**config.mk**
```make
export PLATFORM = sky130hd
export DESIGN_NAME = circuito_jogo
export DESIGN_NICKNAME = d
export VERILOG_FILES = /design/src/hdl/jogo_pkg.sv /design/src/hdl/circuito_jogo.sv /design/src/hdl/hexa7seg.sv /design/src/hdl/jogo_fluxo_dados.sv /design/src/hdl/jogo_temporizador.sv /design/src/hdl/jogo_unidade_controle.sv
export SDC_FILE = /design/constraint.sdc
export NUM_CORES = 1
export LEC_CHECK = 0
export ABC_CLOCK_PERIOD_IN_PS = 3150
export BUFFER_PORTS_ARGS = -buffer_cell sky130_fd_sc_hd__buf_4
export CORE_MARGIN = 3
export CORE_UTILIZATION = 38
export CTS_CLUSTER_DIAMETER = 50
export CTS_CLUSTER_SIZE = 12
export DETAILED_ROUTE_END_ITERATION = 6
export GPL_TIMING_DRIVEN = 0
export PLACE_DENSITY = 0.68
export SLEW_MARGIN = 15
export SYNTH_ARGS = -nofsm -noshare
export SYNTH_HDL_FRONTEND = slang
export SYNTH_SLANG_ARGS = --single-unit
```
**constraint.sdc**
```tcl
create_clock -name clock -period 3.15 [get_ports clock]
set_input_delay 0.63 -clock clock [delete_from_list [all_inputs] [get_ports clock]]
set_output_delay 0.63 -clock clock [all_outputs]
set_load 0.01 [all_outputs]
```
**src/hdl/jogo_pkg.sv**
```systemverilog
// ***************************************************************************
// Memory-sequence game shared definitions
// Control FSM state encoding, sequence ROM contents and the size and
// timing constants used by the datapath, timer and testbench
// ***************************************************************************

package jogo_pkg;

    // Round counter and sequence length
    localparam int LARG_ENDERECO = 4;
    localparam int N_JOGADAS_MAX = 16;
    localparam int N_JOGADAS_MIN = 8;

    // Per-play time limits in clock cycles, kept short for simulation
    localparam int LARG_TEMPO  = 8;
    localparam int TEMPO_LONGO = 200;
    localparam int TEMPO_CURTO = 100;

    // FSM states, 4 bits so the code goes straight to a display digit
    typedef enum logic [3:0] {
        INICIAL       = 4'h0,
        PREPARACAO    = 4'h1,
        ESPERA_JOGADA = 4'h2,
        REGISTRA      = 4'h4,
        COMPARACAO    = 4'h5,
        PROXIMA       = 4'h6,
        FIM_ACERTOU   = 4'hA,
        FIM_ERROU     = 4'hE,
        FIM_TIMEOUT   = 4'hF
    } estado_t;

    // Fixed sequence of one-hot plays
    // Level 0 uses the first 8 words only
    localparam logic [3:0] SEQUENCIA [0:N_JOGADAS_MAX-1] = '{
        4'b0001, 4'b0010, 4'b0100, 4'b1000,
        4'b0100, 4'b0010, 4'b0001, 4'b0001,
        4'b0010, 4'b0010, 4'b0100, 4'b0100,
        4'b1000, 4'b1000, 4'b0001, 4'b0100
    };

endpackage

```
**src/hdl/circuito_jogo.sv**
```systemverilog
// ***************************************************************************
// Memory-sequence game top level
// Joins the datapath, per-play timer and control unit, and decodes
// the counter, ROM word and state onto three debug displays
// ***************************************************************************

`timescale 1ns/1ps

module circuito_jogo (
    input  logic       clock,
    input  logic       reset,
    input  logic       iniciar,
    input  logic [3:0] chaves,
    input  logic       nivel_jogadas,
    input  logic       nivel_tempo,
    output logic       acertou,
    output logic       errou,
    output logic       pronto,
    output logic       timeout,
    output logic [3:0] leds,
    output logic       db_igual,
    output logic [6:0] db_contagem,
    output logic [6:0] db_memoria,
    output logic [6:0] db_estado,
    output logic       db_nivel_jogadas,
    output logic       db_nivel_tempo,
    output logic       db_tem_jogada,
    output logic       db_meio_tempo,
    output logic       db_fim_tempo
);

    // Control strobes
    logic zera_c;
    logic conta_c;
    logic zera_r;
    logic registra_r;
    logic registra_n;
    logic zera_t;
    logic conta_t;

    // Status back to the FSM
    logic igual;
    logic jogada_feita;
    logic fim_c;
    logic nivel_tempo_reg;
    logic meio_tempo;
    logic fim_tempo;

    // Raw debug nibbles before decoding
    logic [3:0] jogada;
    logic [3:0] hex_contagem;
    logic [3:0] hex_memoria;
    logic [3:0] hex_estado;

    jogo_fluxo_dados fluxo_dados (
        .clock            (clock),
        .reset            (reset),
        .chaves           (chaves),
        .nivel_jogadas    (nivel_jogadas),
        .nivel_tempo      (nivel_tempo),
        .zera_c           (zera_c),
        .conta_c          (conta_c),
        .zera_r           (zera_r),
        .registra_r       (registra_r),
        .registra_n       (registra_n),
        .igual            (igual),
        .jogada_feita     (jogada_feita),
        .fim_c            (fim_c),
        .nivel_tempo_reg  (nivel_tempo_reg),
        .jogada           (jogada),
        .db_contagem      (hex_contagem),
        .db_memoria       (hex_memoria),
        .db_tem_jogada    (db_tem_jogada),
        .db_nivel_jogadas (db_nivel_jogadas)
    );

    jogo_temporizador temporizador (
        .clock           (clock),
        .reset           (reset),
        .zera_t          (zera_t),
        .conta_t         (conta_t),
        .nivel_tempo_reg (nivel_tempo_reg),
        .meio_tempo      (meio_tempo),
        .fim_tempo       (fim_tempo)
    );

    jogo_unidade_controle unidade_controle (
        .clock        (clock),
        .reset        (reset),
        .iniciar      (iniciar),
        .fim_c        (fim_c),
        .jogada_feita (jogada_feita),
        .igual        (igual),
        .fim_tempo    (fim_tempo),
        .zera_c       (zera_c),
        .conta_c      (conta_c),
        .zera_r       (zera_r),
        .registra_r   (registra_r),
        .registra_n   (registra_n),
        .zera_t       (zera_t),
        .conta_t      (conta_t),
        .acertou      (acertou),
        .errou        (errou),
        .timeout      (timeout),
        .pronto       (pronto),
        .db_estado    (hex_estado)
    );

    // Displays for counter, ROM word and state
    hexa7seg hex0 (
        .hexa    (hex_contagem),
        .display (db_contagem)
    );

    hexa7seg hex1 (
        .hexa    (hex_memoria),
        .display (db_memoria)
    );

    hexa7seg hex3 (
        .hexa    (hex_estado),
        .display (db_estado)
    );

    // LEDs show the registered play
    assign leds           = jogada;
    assign db_igual       = igual;
    assign db_nivel_tempo = nivel_tempo_reg;
    assign db_meio_tempo  = meio_tempo;
    assign db_fim_tempo   = fim_tempo;

endmodule

```
**src/hdl/hexa7seg.sv**
```systemverilog
// ***************************************************************************
// Hex to seven-segment decoder
// Active-low segments, bit order gfedcba
// ***************************************************************************

`timescale 1ns/1ps

module hexa7seg (
    input  logic [3:0] hexa,
    output logic [6:0] display
);

    always_comb begin
        case (hexa)
            4'h0:    display = 7'b1000000;
            4'h1:    display = 7'b1111001;
            4'h2:    display = 7'b0100100;
            4'h3:    display = 7'b0110000;
            4'h4:    display = 7'b0011001;
            4'h5:    display = 7'b0010010;
            4'h6:    display = 7'b0000010;
            4'h7:    display = 7'b1111000;
            4'h8:    display = 7'b0000000;
            4'h9:    display = 7'b0010000;
            4'hA:    display = 7'b0001000;
            // Lower-case b and d
            4'hB:    display = 7'b0000011;
            4'hC:    display = 7'b1000110;
            4'hD:    display = 7'b0100001;
            4'hE:    display = 7'b0000110;
            default: display = 7'b0001110;
        endcase
    end

endmodule

```
**src/hdl/jogo_fluxo_dados.sv**
```systemverilog
// ***************************************************************************
// Game datapath
// Round counter addressing the sequence ROM, play register and
// comparator, press edge detector and the two level registers
// ***************************************************************************

`timescale 1ns/1ps

module jogo_fluxo_dados (
    input  logic       clock,
    input  logic       reset,
    input  logic [3:0] chaves,
    input  logic       nivel_jogadas,
    input  logic       nivel_tempo,
    input  logic       zera_c,
    input  logic       conta_c,
    input  logic       zera_r,
    input  logic       registra_r,
    input  logic       registra_n,
    output logic       igual,
    output logic       jogada_feita,
    output logic       fim_c,
    output logic       nivel_tempo_reg,
    output logic [3:0] jogada,
    output logic [3:0] db_contagem,
    output logic [3:0] db_memoria,
    output logic       db_tem_jogada,
    output logic       db_nivel_jogadas
);

    typedef logic [jogo_pkg::LARG_ENDERECO-1:0] endereco_t;

    endereco_t  contagem;
    endereco_t  ultimo;
    logic [3:0] memoria;
    logic [3:0] chaves_anterior;
    logic       nivel_jogadas_reg;

    // Round counter, clear has priority
    always_ff @(posedge clock) begin
        if (reset) begin
            contagem <= '0;
        end else if (zera_c) begin
            contagem <= '0;
        end else if (conta_c) begin
            contagem <= contagem + 1'b1;
        end
    end

    // Sequence ROM
    assign memoria = jogo_pkg::SEQUENCIA[contagem];

    // Last address depends on game length
    assign ultimo = nivel_jogadas_reg ? endereco_t'(jogo_pkg::N_JOGADAS_MAX - 1)
                                      : endereco_t'(jogo_pkg::N_JOGADAS_MIN - 1);
    assign fim_c  = (contagem == ultimo);

    // Level registers, loaded once per game
    always_ff @(posedge clock) begin
        if (reset) begin
            nivel_jogadas_reg <= 1'b0;
            nivel_tempo_reg   <= 1'b0;
        end else if (registra_n) begin
            nivel_jogadas_reg <= nivel_jogadas;
            nivel_tempo_reg   <= nivel_tempo;
        end
    end

    // Previous sample of the switches
    always_ff @(posedge clock) begin
        if (reset) begin
            chaves_anterior <= '0;
        end else begin
            chaves_anterior <= chaves;
        end
    end

    // Press edge: released last cycle, something pressed now
    assign jogada_feita = (chaves != 4'b0000) && (chaves_anterior == 4'b0000);

    // Play register
    always_ff @(posedge clock) begin
        if (reset) begin
            jogada <= '0;
        end else if (zera_r) begin
            jogada <= '0;
        end else if (registra_r) begin
            jogada <= chaves;
        end
    end

    assign igual = (jogada == memoria);

    // Debug
    assign db_contagem      = contagem;
    assign db_memoria       = memoria;
    assign db_tem_jogada    = jogada_feita;
    assign db_nivel_jogadas = nivel_jogadas_reg;

endmodule

```
**src/hdl/jogo_temporizador.sv**
```systemverilog
// ***************************************************************************
// Per-play timer
// Counts cycles while enabled up to a long or short limit and flags
// the half-way point and the end of the allowed time
// ***************************************************************************

`timescale 1ns/1ps

module jogo_temporizador (
    input  logic clock,
    input  logic reset,
    input  logic zera_t,
    input  logic conta_t,
    input  logic nivel_tempo_reg,
    output logic meio_tempo,
    output logic fim_tempo
);

    typedef logic [jogo_pkg::LARG_TEMPO-1:0] tempo_t;

    tempo_t contagem;
    tempo_t limite;

    // Short limit on time level 1
    assign limite = nivel_tempo_reg ? tempo_t'(jogo_pkg::TEMPO_CURTO)
                                    : tempo_t'(jogo_pkg::TEMPO_LONGO);

    // Cycle counter, saturates at the limit
    always_ff @(posedge clock) begin
        if (reset) begin
            contagem <= '0;
        end else if (zera_t) begin
            contagem <= '0;
        end else if (conta_t && (contagem < limite)) begin
            contagem <= contagem + 1'b1;
        end
    end

    // Half flag stays up from mid-limit onward
    assign meio_tempo = (contagem >= (limite >> 1));
    assign fim_tempo  = (contagem == limite);

endmodule

```
**src/hdl/jogo_unidade_controle.sv**
```systemverilog
// ***************************************************************************
// Game control unit
// Moore FSM that prepares a round, waits for each press, registers and
// compares it, and ends the game in hit, miss or timeout
// ***************************************************************************

`timescale 1ns/1ps

module jogo_unidade_controle (
    input  logic       clock,
    input  logic       reset,
    input  logic       iniciar,
    input  logic       fim_c,
    input  logic       jogada_feita,
    input  logic       igual,
    input  logic       fim_tempo,
    output logic       zera_c,
    output logic       conta_c,
    output logic       zera_r,
    output logic       registra_r,
    output logic       registra_n,
    output logic       zera_t,
    output logic       conta_t,
    output logic       acertou,
    output logic       errou,
    output logic       timeout,
    output logic       pronto,
    output logic [3:0] db_estado
);

    jogo_pkg::estado_t estado;
    jogo_pkg::estado_t proximo;

    // State register
    always_ff @(posedge clock) begin
        if (reset) begin
            estado <= jogo_pkg::INICIAL;
        end else begin
            estado <= proximo;
        end
    end

    // Next-state logic
    always_comb begin
        proximo = estado;
        case (estado)
            jogo_pkg::INICIAL: begin
                if (iniciar) begin
                    proximo = jogo_pkg::PREPARACAO;
                end
            end
            // Single cycle, clears everything and latches levels
            jogo_pkg::PREPARACAO: begin
                proximo = jogo_pkg::ESPERA_JOGADA;
            end
            // Press wins over a timeout in the same cycle
            jogo_pkg::ESPERA_JOGADA: begin
                if (jogada_feita) begin
                    proximo = jogo_pkg::REGISTRA;
                end else if (fim_tempo) begin
                    proximo = jogo_pkg::FIM_TIMEOUT;
                end
            end
            jogo_pkg::REGISTRA: begin
                proximo = jogo_pkg::COMPARACAO;
            end
            jogo_pkg::COMPARACAO: begin
                if (!igual) begin
                    proximo = jogo_pkg::FIM_ERROU;
                end else if (fim_c) begin
                    proximo = jogo_pkg::FIM_ACERTOU;
                end else begin
                    proximo = jogo_pkg::PROXIMA;
                end
            end
            jogo_pkg::PROXIMA: begin
                proximo = jogo_pkg::ESPERA_JOGADA;
            end
            // Final states hold until a new start
            jogo_pkg::FIM_ACERTOU,
            jogo_pkg::FIM_ERROU,
            jogo_pkg::FIM_TIMEOUT: begin
                if (iniciar) begin
                    proximo = jogo_pkg::PREPARACAO;
                end
            end
            default: begin
                proximo = jogo_pkg::INICIAL;
            end
        endcase
    end

    // Datapath and timer strobes, from current state only
    assign zera_c     = (estado == jogo_pkg::PREPARACAO);
    assign zera_r     = (estado == jogo_pkg::PREPARACAO);
    assign registra_n = (estado == jogo_pkg::PREPARACAO);
    assign registra_r = (estado == jogo_pkg::REGISTRA);
    assign conta_c    = (estado == jogo_pkg::PROXIMA);
    assign conta_t    = (estado == jogo_pkg::ESPERA_JOGADA);

    // Timer restarts for the first play and for every new round
    assign zera_t = (estado == jogo_pkg::PREPARACAO) || (estado == jogo_pkg::PROXIMA);

    // Result flags
    assign acertou = (estado == jogo_pkg::FIM_ACERTOU);
    assign errou   = (estado == jogo_pkg::FIM_ERROU);
    assign timeout = (estado == jogo_pkg::FIM_TIMEOUT);
    assign pronto  = acertou || errou || timeout;

    // State code for the debug display
    assign db_estado = estado;

endmodule

```
==> results of run 1 <==
-- Yosys cell counts, drive strengths merged, types with 5 or more instances --
| cell type | number | share of area |
|---|---|---|
| ha | 34 | 0.16 |
| clkbuf | 9 | 0.013 |
| nor3 | 8 | 0.015 |
| nor2b | 11 | 0.026 |
| mux2i | 16 | 0.060 |
| a21oi | 13 | 0.025 |
| nand2 | 15 | 0.021 |
| o22ai | 5 | 0.012 |
| xor2 | 8 | 0.026 |
| nand4 | 5 | 0.012 |
| o21ai | 12 | 0.023 |
| dfxtp | 40 | 0.30 |
| nor2 | 37 | 0.052 |
| inv | 20 | 0.028 |
-- worst max-delay path, cell delays in order, from the launching register on --
cell and delay [ns]:
dfxtp_4 0.39, inv_1 0.10, ha_1 0.18, nor2b_1 0.15, or2_2 0.36, ha_1 0.30, mux2_2 0.27, o32ai_1 0.16
buf_4 0.19
-- placed cells by master, fill, tap and decap left out, types with 9 or more instances in the layout --
cell type / netlist / routed
ha_1: 34 / 33
o21ai_0: 10 / 9
nor2_1: 37 / 36
nand2_1: 15 / 15
buf_4: 1 / 48
dfxtp_1: 40 / 38
nor2b_1: 11 / 9
mux2i_1: 16 / 16
a21oi_1: 13 / 13
inv_1: 20 / 18
-- stage by stage --
| step | TNS [ns] | area (sq um) |
|---|---|---|
| 2_1_floorplan | 0 | 2650 |
| 3_3_place_gp | -0.301 | 3070 |
| 3_5_place_dp | -0.433 | 3070 |
| 6_report | 0 | 3260 |
| 4_1_cts | 0 | 3210 |
| 5_1_grt | -0.0884 | 3260 |
-- cell type report --
| cell class | count | share of cell area |
|---|---|---|
| Multi-Input combinational cell | 232 | 0.535 |
| Sequential cell | 40 | 0.248 |
| Timing Repair Buffer | 47 | 0.108 |
| Tap cell | 77 | 0.0295 |
| Clock buffer | 6 | 0.0253 |
| Inverter | 20 | 0.0230 |
| Buffer | 13 | 0.0196 |
| Clock inverter | 2 | 0.0119 |
-- worst max-delay path by stage --
stage,end,slack (ns),cells past startpoint
2_1_floorplan,hex3.display[4],0.15,12
3_3_place_gp,hex3.display[4],-0.13,11
3_5_place_dp,hex3.display[4],-0.15,11
4_1_cts,db_memoria[0],0.01,9
5_1_grt,hex3.display[4],-0.07,12
6_report,db_memoria[1],0.14,8
-- logic make-up (layout without fill, tap and decap cells) --
family	Yosys count	after routing	synth area share
multiplexers	20	20	0.0818
buffers and inverters	33	88	0.0520
AO/OA/AOI/OAI	59	59	0.150
XOR/XNOR	12	12	0.0425
adder cells (fa/ha/maj)	34	34	0.161
flip-flops	40	40	0.302
AND/OR/NAND/NOR	107	107	0.211
-- report_power, final --
group / switching [mW] / internal [mW] / total, mW
registers: 0.0300 / 0.559 / 0.589
clock network: 0.179 / 0.259 / 0.438
logic: 0.247 / 0.213 / 0.460
-- what timing repair did --
action,CTS,global route
hold buffers,0,0
resized for setup,3,14
pin swaps,0,4
buffers inserted,0,4
setup endpoints to repair,5,14
-- per-layer routing --
layer | wire length (um) | vias up | GRT usage
li1 | - | 1183 | -
met1 | 2760 | 1090 | 0.190
met2 | 2830 | 40 | 0.261
met3 | 179 | 6 | 0.0295
met4 | 44 | 0 | 0.0352
met5 | 0 | - | 0
==> metrics, run 1 <==
run status=complete, no violations; worst reg2reg setup slack=0.22 ns; via count of the first global-routing pass=2194; Post-synth EDFFs=0; Crit Path Class=reg -> out; maximum fanout count along the critical path=8; pin count of the biggest net entering global routing=14; worst-margin pin slew=0.891 ns; fin nets=402; Max Clock Freq=332 MHz; number of buffers added by the clock tree synthesis step=5; clock tree buffer depth=2; Register Area=808 sq um; total area of multi-input combinational cells=0.00174 sq mm; mapped cell area=0.00265 sq mm; critical register-to-register path endpoint=hex3.display[4]; Layout Cells excl Fill=437; number of clock sinks seen by CTS=40; number of top-level pins=44; die extent in y=89.5 um; share of post-route cells with drive strength above 1=0.228; placement row count=29; Min Hold Slack=0.536 ns; floorplan die area=0.00800 sq mm; signed area change from the synthesized netlist to the final layout=23.2%; endpoint required time on the critical path=2.52 ns; Final Max Slew Viols=0; critical path launch point=fluxo_dados.db_contagem[1]; number of antenna cells inserted=0; overall routed net length=5810 um; wire length of the first global-routing pass=9650 um; Root Buffer=clkbuf_8; placed cell count=425; number of antenna-violating nets in the routed design=0; number of maximum-capacitance violations=0; Detailed Place HPWL=4460 um; dominant synthesized flop cell=dfxtp_1; Post-Place Worst Slack=-0.152 ns; post-detailed-route DRC marker count=0; final core occ=0.499; CTS tree=built; most flop-heavy register=temporizador.contagem; Die X=89.5 um; via density per instance=5.31; synthesized netlist cell count=305; Mapped Nets=348; GRT Residual Overflow=0; Worst EP arrival=2.38 ns; vias=2319; number of cells traversed by the worst hold path=2; Reg-to-Reg Start=fluxo_dados.nivel_tempo_reg; Startpoint Class=flop; Endpoint, Worst Hold=fluxo_dados.jogada[3]; router iterations before antenna repair=6; power per cell area=456 mW/mm^2; worst supply voltage drop on vdd=0.218 mV; reg2reg path depth=12; LEAKAGE=1.47 nW; CTS H-tree lvls=2; Routed wire per std cell=13.3 um; maximum clock skew at final layout=0.00570 ns; starting density of the core=0.405; average footprint of a synthesized cell=8.68 sq um; Hold Fails Final Rpt=0; fin worst setup slack=0.142 ns; share of the yosys chip area belonging to registers=0.302; shortest period the worst path allows=3.01 ns; number of setup violations in the final report=0; total power consumption of the routed design=1.49 mW; initial antenna violation count=0; Reg clk slew, reported paths=0.08 ns; ys async rst share=0; clock insertion delay at the later pin of the skew report=0.29 ns; nature of the critical path endpoint=primary output; number of unique standard cell types used by synthesis=53; number of buffers added on ports=43; Yosys Warn Count=0; worst-case headroom to the max-slew limit=0.402; layout filler cell count=620; Tcrit/Tclk final=0.955; type of the worst min-delay path=reg -> reg; Worst Hold Launch=fluxo_dados.jogada[3]; placeable core region=0.00653 sq mm; max FFs per register=8; Seq cells post-synth=40; Iter 0 DRT Violations=102; global-route usage over all layers=0.150; weighted congestion at the end of routability-driven global placement=0.852
No activity file was read; power rests on OpenSTA's default activity.
==> inputs of run 2 (changes only) <==
--- a/config.mk
+++ b/config.mk
@@ -12,8 +12,8 @@
 export CTS_CLUSTER_DIAMETER = 50
 export CTS_CLUSTER_SIZE = 12
 export DETAILED_ROUTE_END_ITERATION = 6
-export GPL_TIMING_DRIVEN = 0
 export PLACE_DENSITY = 0.68
+export SETUP_SLACK_MARGIN = 0.3
 export SLEW_MARGIN = 15
 export SYNTH_ARGS = -nofsm -noshare
 export SYNTH_HDL_FRONTEND = slang
==> run 2 against run 1 <==
Effect of this change:
- total power is 3.3% higher
- first-iteration DRC count down 16%
- routed wire length grew 6.3%
- combinational power is 0.9% lower
- critical path depth up 1
- global-route usage rose by 0.73 points
- sequential power increased by 3.9%
- critical endpoint is now db_memoria[3]
- highest routed layer unchanged
==> metrics, run 2 (synthesis gave the netlist of run 1 again) <==
overall routed net length=6180 um (+6.3%); nature of the critical path endpoint=primary output; maximum fanout count along the critical path=5 (-3); RSZ-0062 raised after global routing=true; number of setup violations in the final report=0 (unchanged); worst supply voltage drop on vdd=0.182 mV (-17%); placeable core region=0.00653 sq mm (unchanged); floorplan die area=0.00800 sq mm (unchanged); number of antenna cells inserted=0 (unchanged); fin nets=398 (-1.0%); Crit Path Class=reg -> out; Root Buffer=clkbuf_8; Die X=89.5 um (unchanged); wire length of the first global-routing pass=9950 um (+3.1%); via count of the first global-routing pass=2159 (-1.6%); max FFs per register=8 (unchanged); number of clock sinks seen by CTS=40 (unchanged); Iter 0 DRT Violations=86 (-16%); initial antenna violation count=0 (unchanged); Tcrit/Tclk final=0.890 (-0.0650); most frequent cells in the layout=buf_4, nor2_1, dfxtp_1; most common library cell in the layout ignoring fill and taps=buf_4; run status=complete, no violations; Reg clk slew, reported paths=0.08 ns (about the same); Detailed Place HPWL=4570 um (+2.5%); GRT Residual Overflow=0 (unchanged); vias=2320 (+0.043%); power per cell area=458 mW/mm^2 (+0.37%); number of buffers added on ports=43 (unchanged); global-route usage over all layers=0.157 (+0.00729); Worst EP arrival=2.17 ns (-0.21 ns); aggregate negative setup slack=0 ns (unchanged); type of the worst min-delay path=reg -> reg; die extent in y=89.5 um (unchanged); Final Max Slew Viols=0 (unchanged); layout filler cell count=618 (-0.32%); number of top-level pins=44 (unchanged); clock insertion delay at the later pin of the skew report=0.30 ns (about the same); fin worst setup slack=0.346 ns (+0.205 ns); clock tree buffer depth=2 (unchanged); shortest period the worst path allows=2.80 ns (-0.205 ns); CTS tree=built; starting density of the core=0.405 (unchanged); placement row count=29 (unchanged); LEAKAGE=1.50 nW (+2.3%); Routed wire per std cell=14.3 um (+7.3%); weighted congestion at the end of routability-driven global placement=0.874 (+2.6%); number of buffers added by the clock tree synthesis step=5 (unchanged); most flop-heavy register=temporizador.contagem; Post-Place Worst Slack=0.119 ns (+0.271 ns); maximum clock skew at final layout=0.00460 ns (-0.00110 ns); signed area change from the synthesized netlist to the final layout=26.7%; router iterations before antenna repair=4 (-2); pin count of the biggest net entering global routing=19 (+5); post-detailed-route DRC marker count=0 (unchanged); number of maximum-capacitance violations=0 (unchanged); number of antenna-violating nets in the routed design=0 (unchanged); Max Clock Freq=357 MHz (+7.3%); worst-margin pin slew=0.434 ns (-0.457 ns); Hold Fails Final Rpt=0 (unchanged); share of post-route cells with drive strength above 1=0.298 (+0.0700); Startpoint Class=flop; CTS H-tree lvls=2 (unchanged); quantity of hold-fixing buffers added after cts=0 (unchanged); endpoint required time on the critical path=2.52 ns (about the same); via density per instance=5.36 (+0.97%); worst-case headroom to the max-slew limit=0.710 (+0.309)
[run 2: worst paths after layout]
check                        startpoint                    end  slack [ns]  depth (start not counted)
min reg2reg       fluxo_dados.jogada[3]  fluxo_dados.jogada[3]        0.53                          2
max reg2reg  fluxo_dados.db_contagem[0]        hex3.display[4]        0.39                          9
min               fluxo_dados.jogada[3]  fluxo_dados.jogada[3]        0.53                          2
max          fluxo_dados.db_contagem[1]          db_memoria[3]        0.35                          9
[run 2: area by class of cell]
type,count,area (sq um),share of cell area
Multi-Input combinational cell,232,1810,0.541
Sequential cell,40,818,0.244
Timing Repair Buffer,56,420,0.125
Clock buffer,7,96.3,0.0287
Tap cell,77,96.3,0.0287
Inverter,20,78.8,0.0235
Clock inverter,1,30.0,0.00895
[run 2: timing repair]
action / in CTS / in global routing
endpoints found under the setup margin: 11 / 14
endpoints found under the hold margin: 0 / 0
resized for setup: 12 / 27
buffers inserted: 1 / 4
pin swaps: 2 / 8
gates cloned: 0 / 0
[run 2: metrics by stage]
step,instances,instance area (sq um),util,total power [mW],hold slack [ns]
4_1_cts,429,3240,0.496,1.52,0.534
3_3_place_gp,420,3080,0.472,1.04,0.512
2_1_floorplan,305,2660,-,0.893,0.505
6_report,433,3350,0.514,1.54,0.533
5_1_grt,433,3350,0.514,1.62,0.550
3_5_place_dp,420,3080,0.472,1.05,0.517
[run 2: worst max-delay path: stages, from the launching register on]
cell and delay (ns):
dfxtp_4 0.37, buf_4 0.15, nor3b_2 0.25, or2_4 0.21, clkinvlp_4 0.13, ha_4 0.19
mux2_2 0.26, nor2_1 0.09, a21oi_1 0.06, buf_4 0.16
[run 2: metal layers]
metal | GRT usage | vias to the layer above | wire [um]
met5 | 0 | - | 0
met4 | 0.0392 | 0 | 57
li1 | - | 1186 | -
met1 | 0.202 | 1097 | 2870
met3 | 0.0332 | 7 | 201
met2 | 0.267 | 30 | 3050
[run 2: where the power goes]
group / leakage, nW / total [mW] / internal [mW] / switching, mW
clock network: 0.0645 / 0.468 / 0.280 / 0.188
registers: 0.330 / 0.612 / 0.558 / 0.0545
logic: 1.11 / 0.456 / 0.226 / 0.230
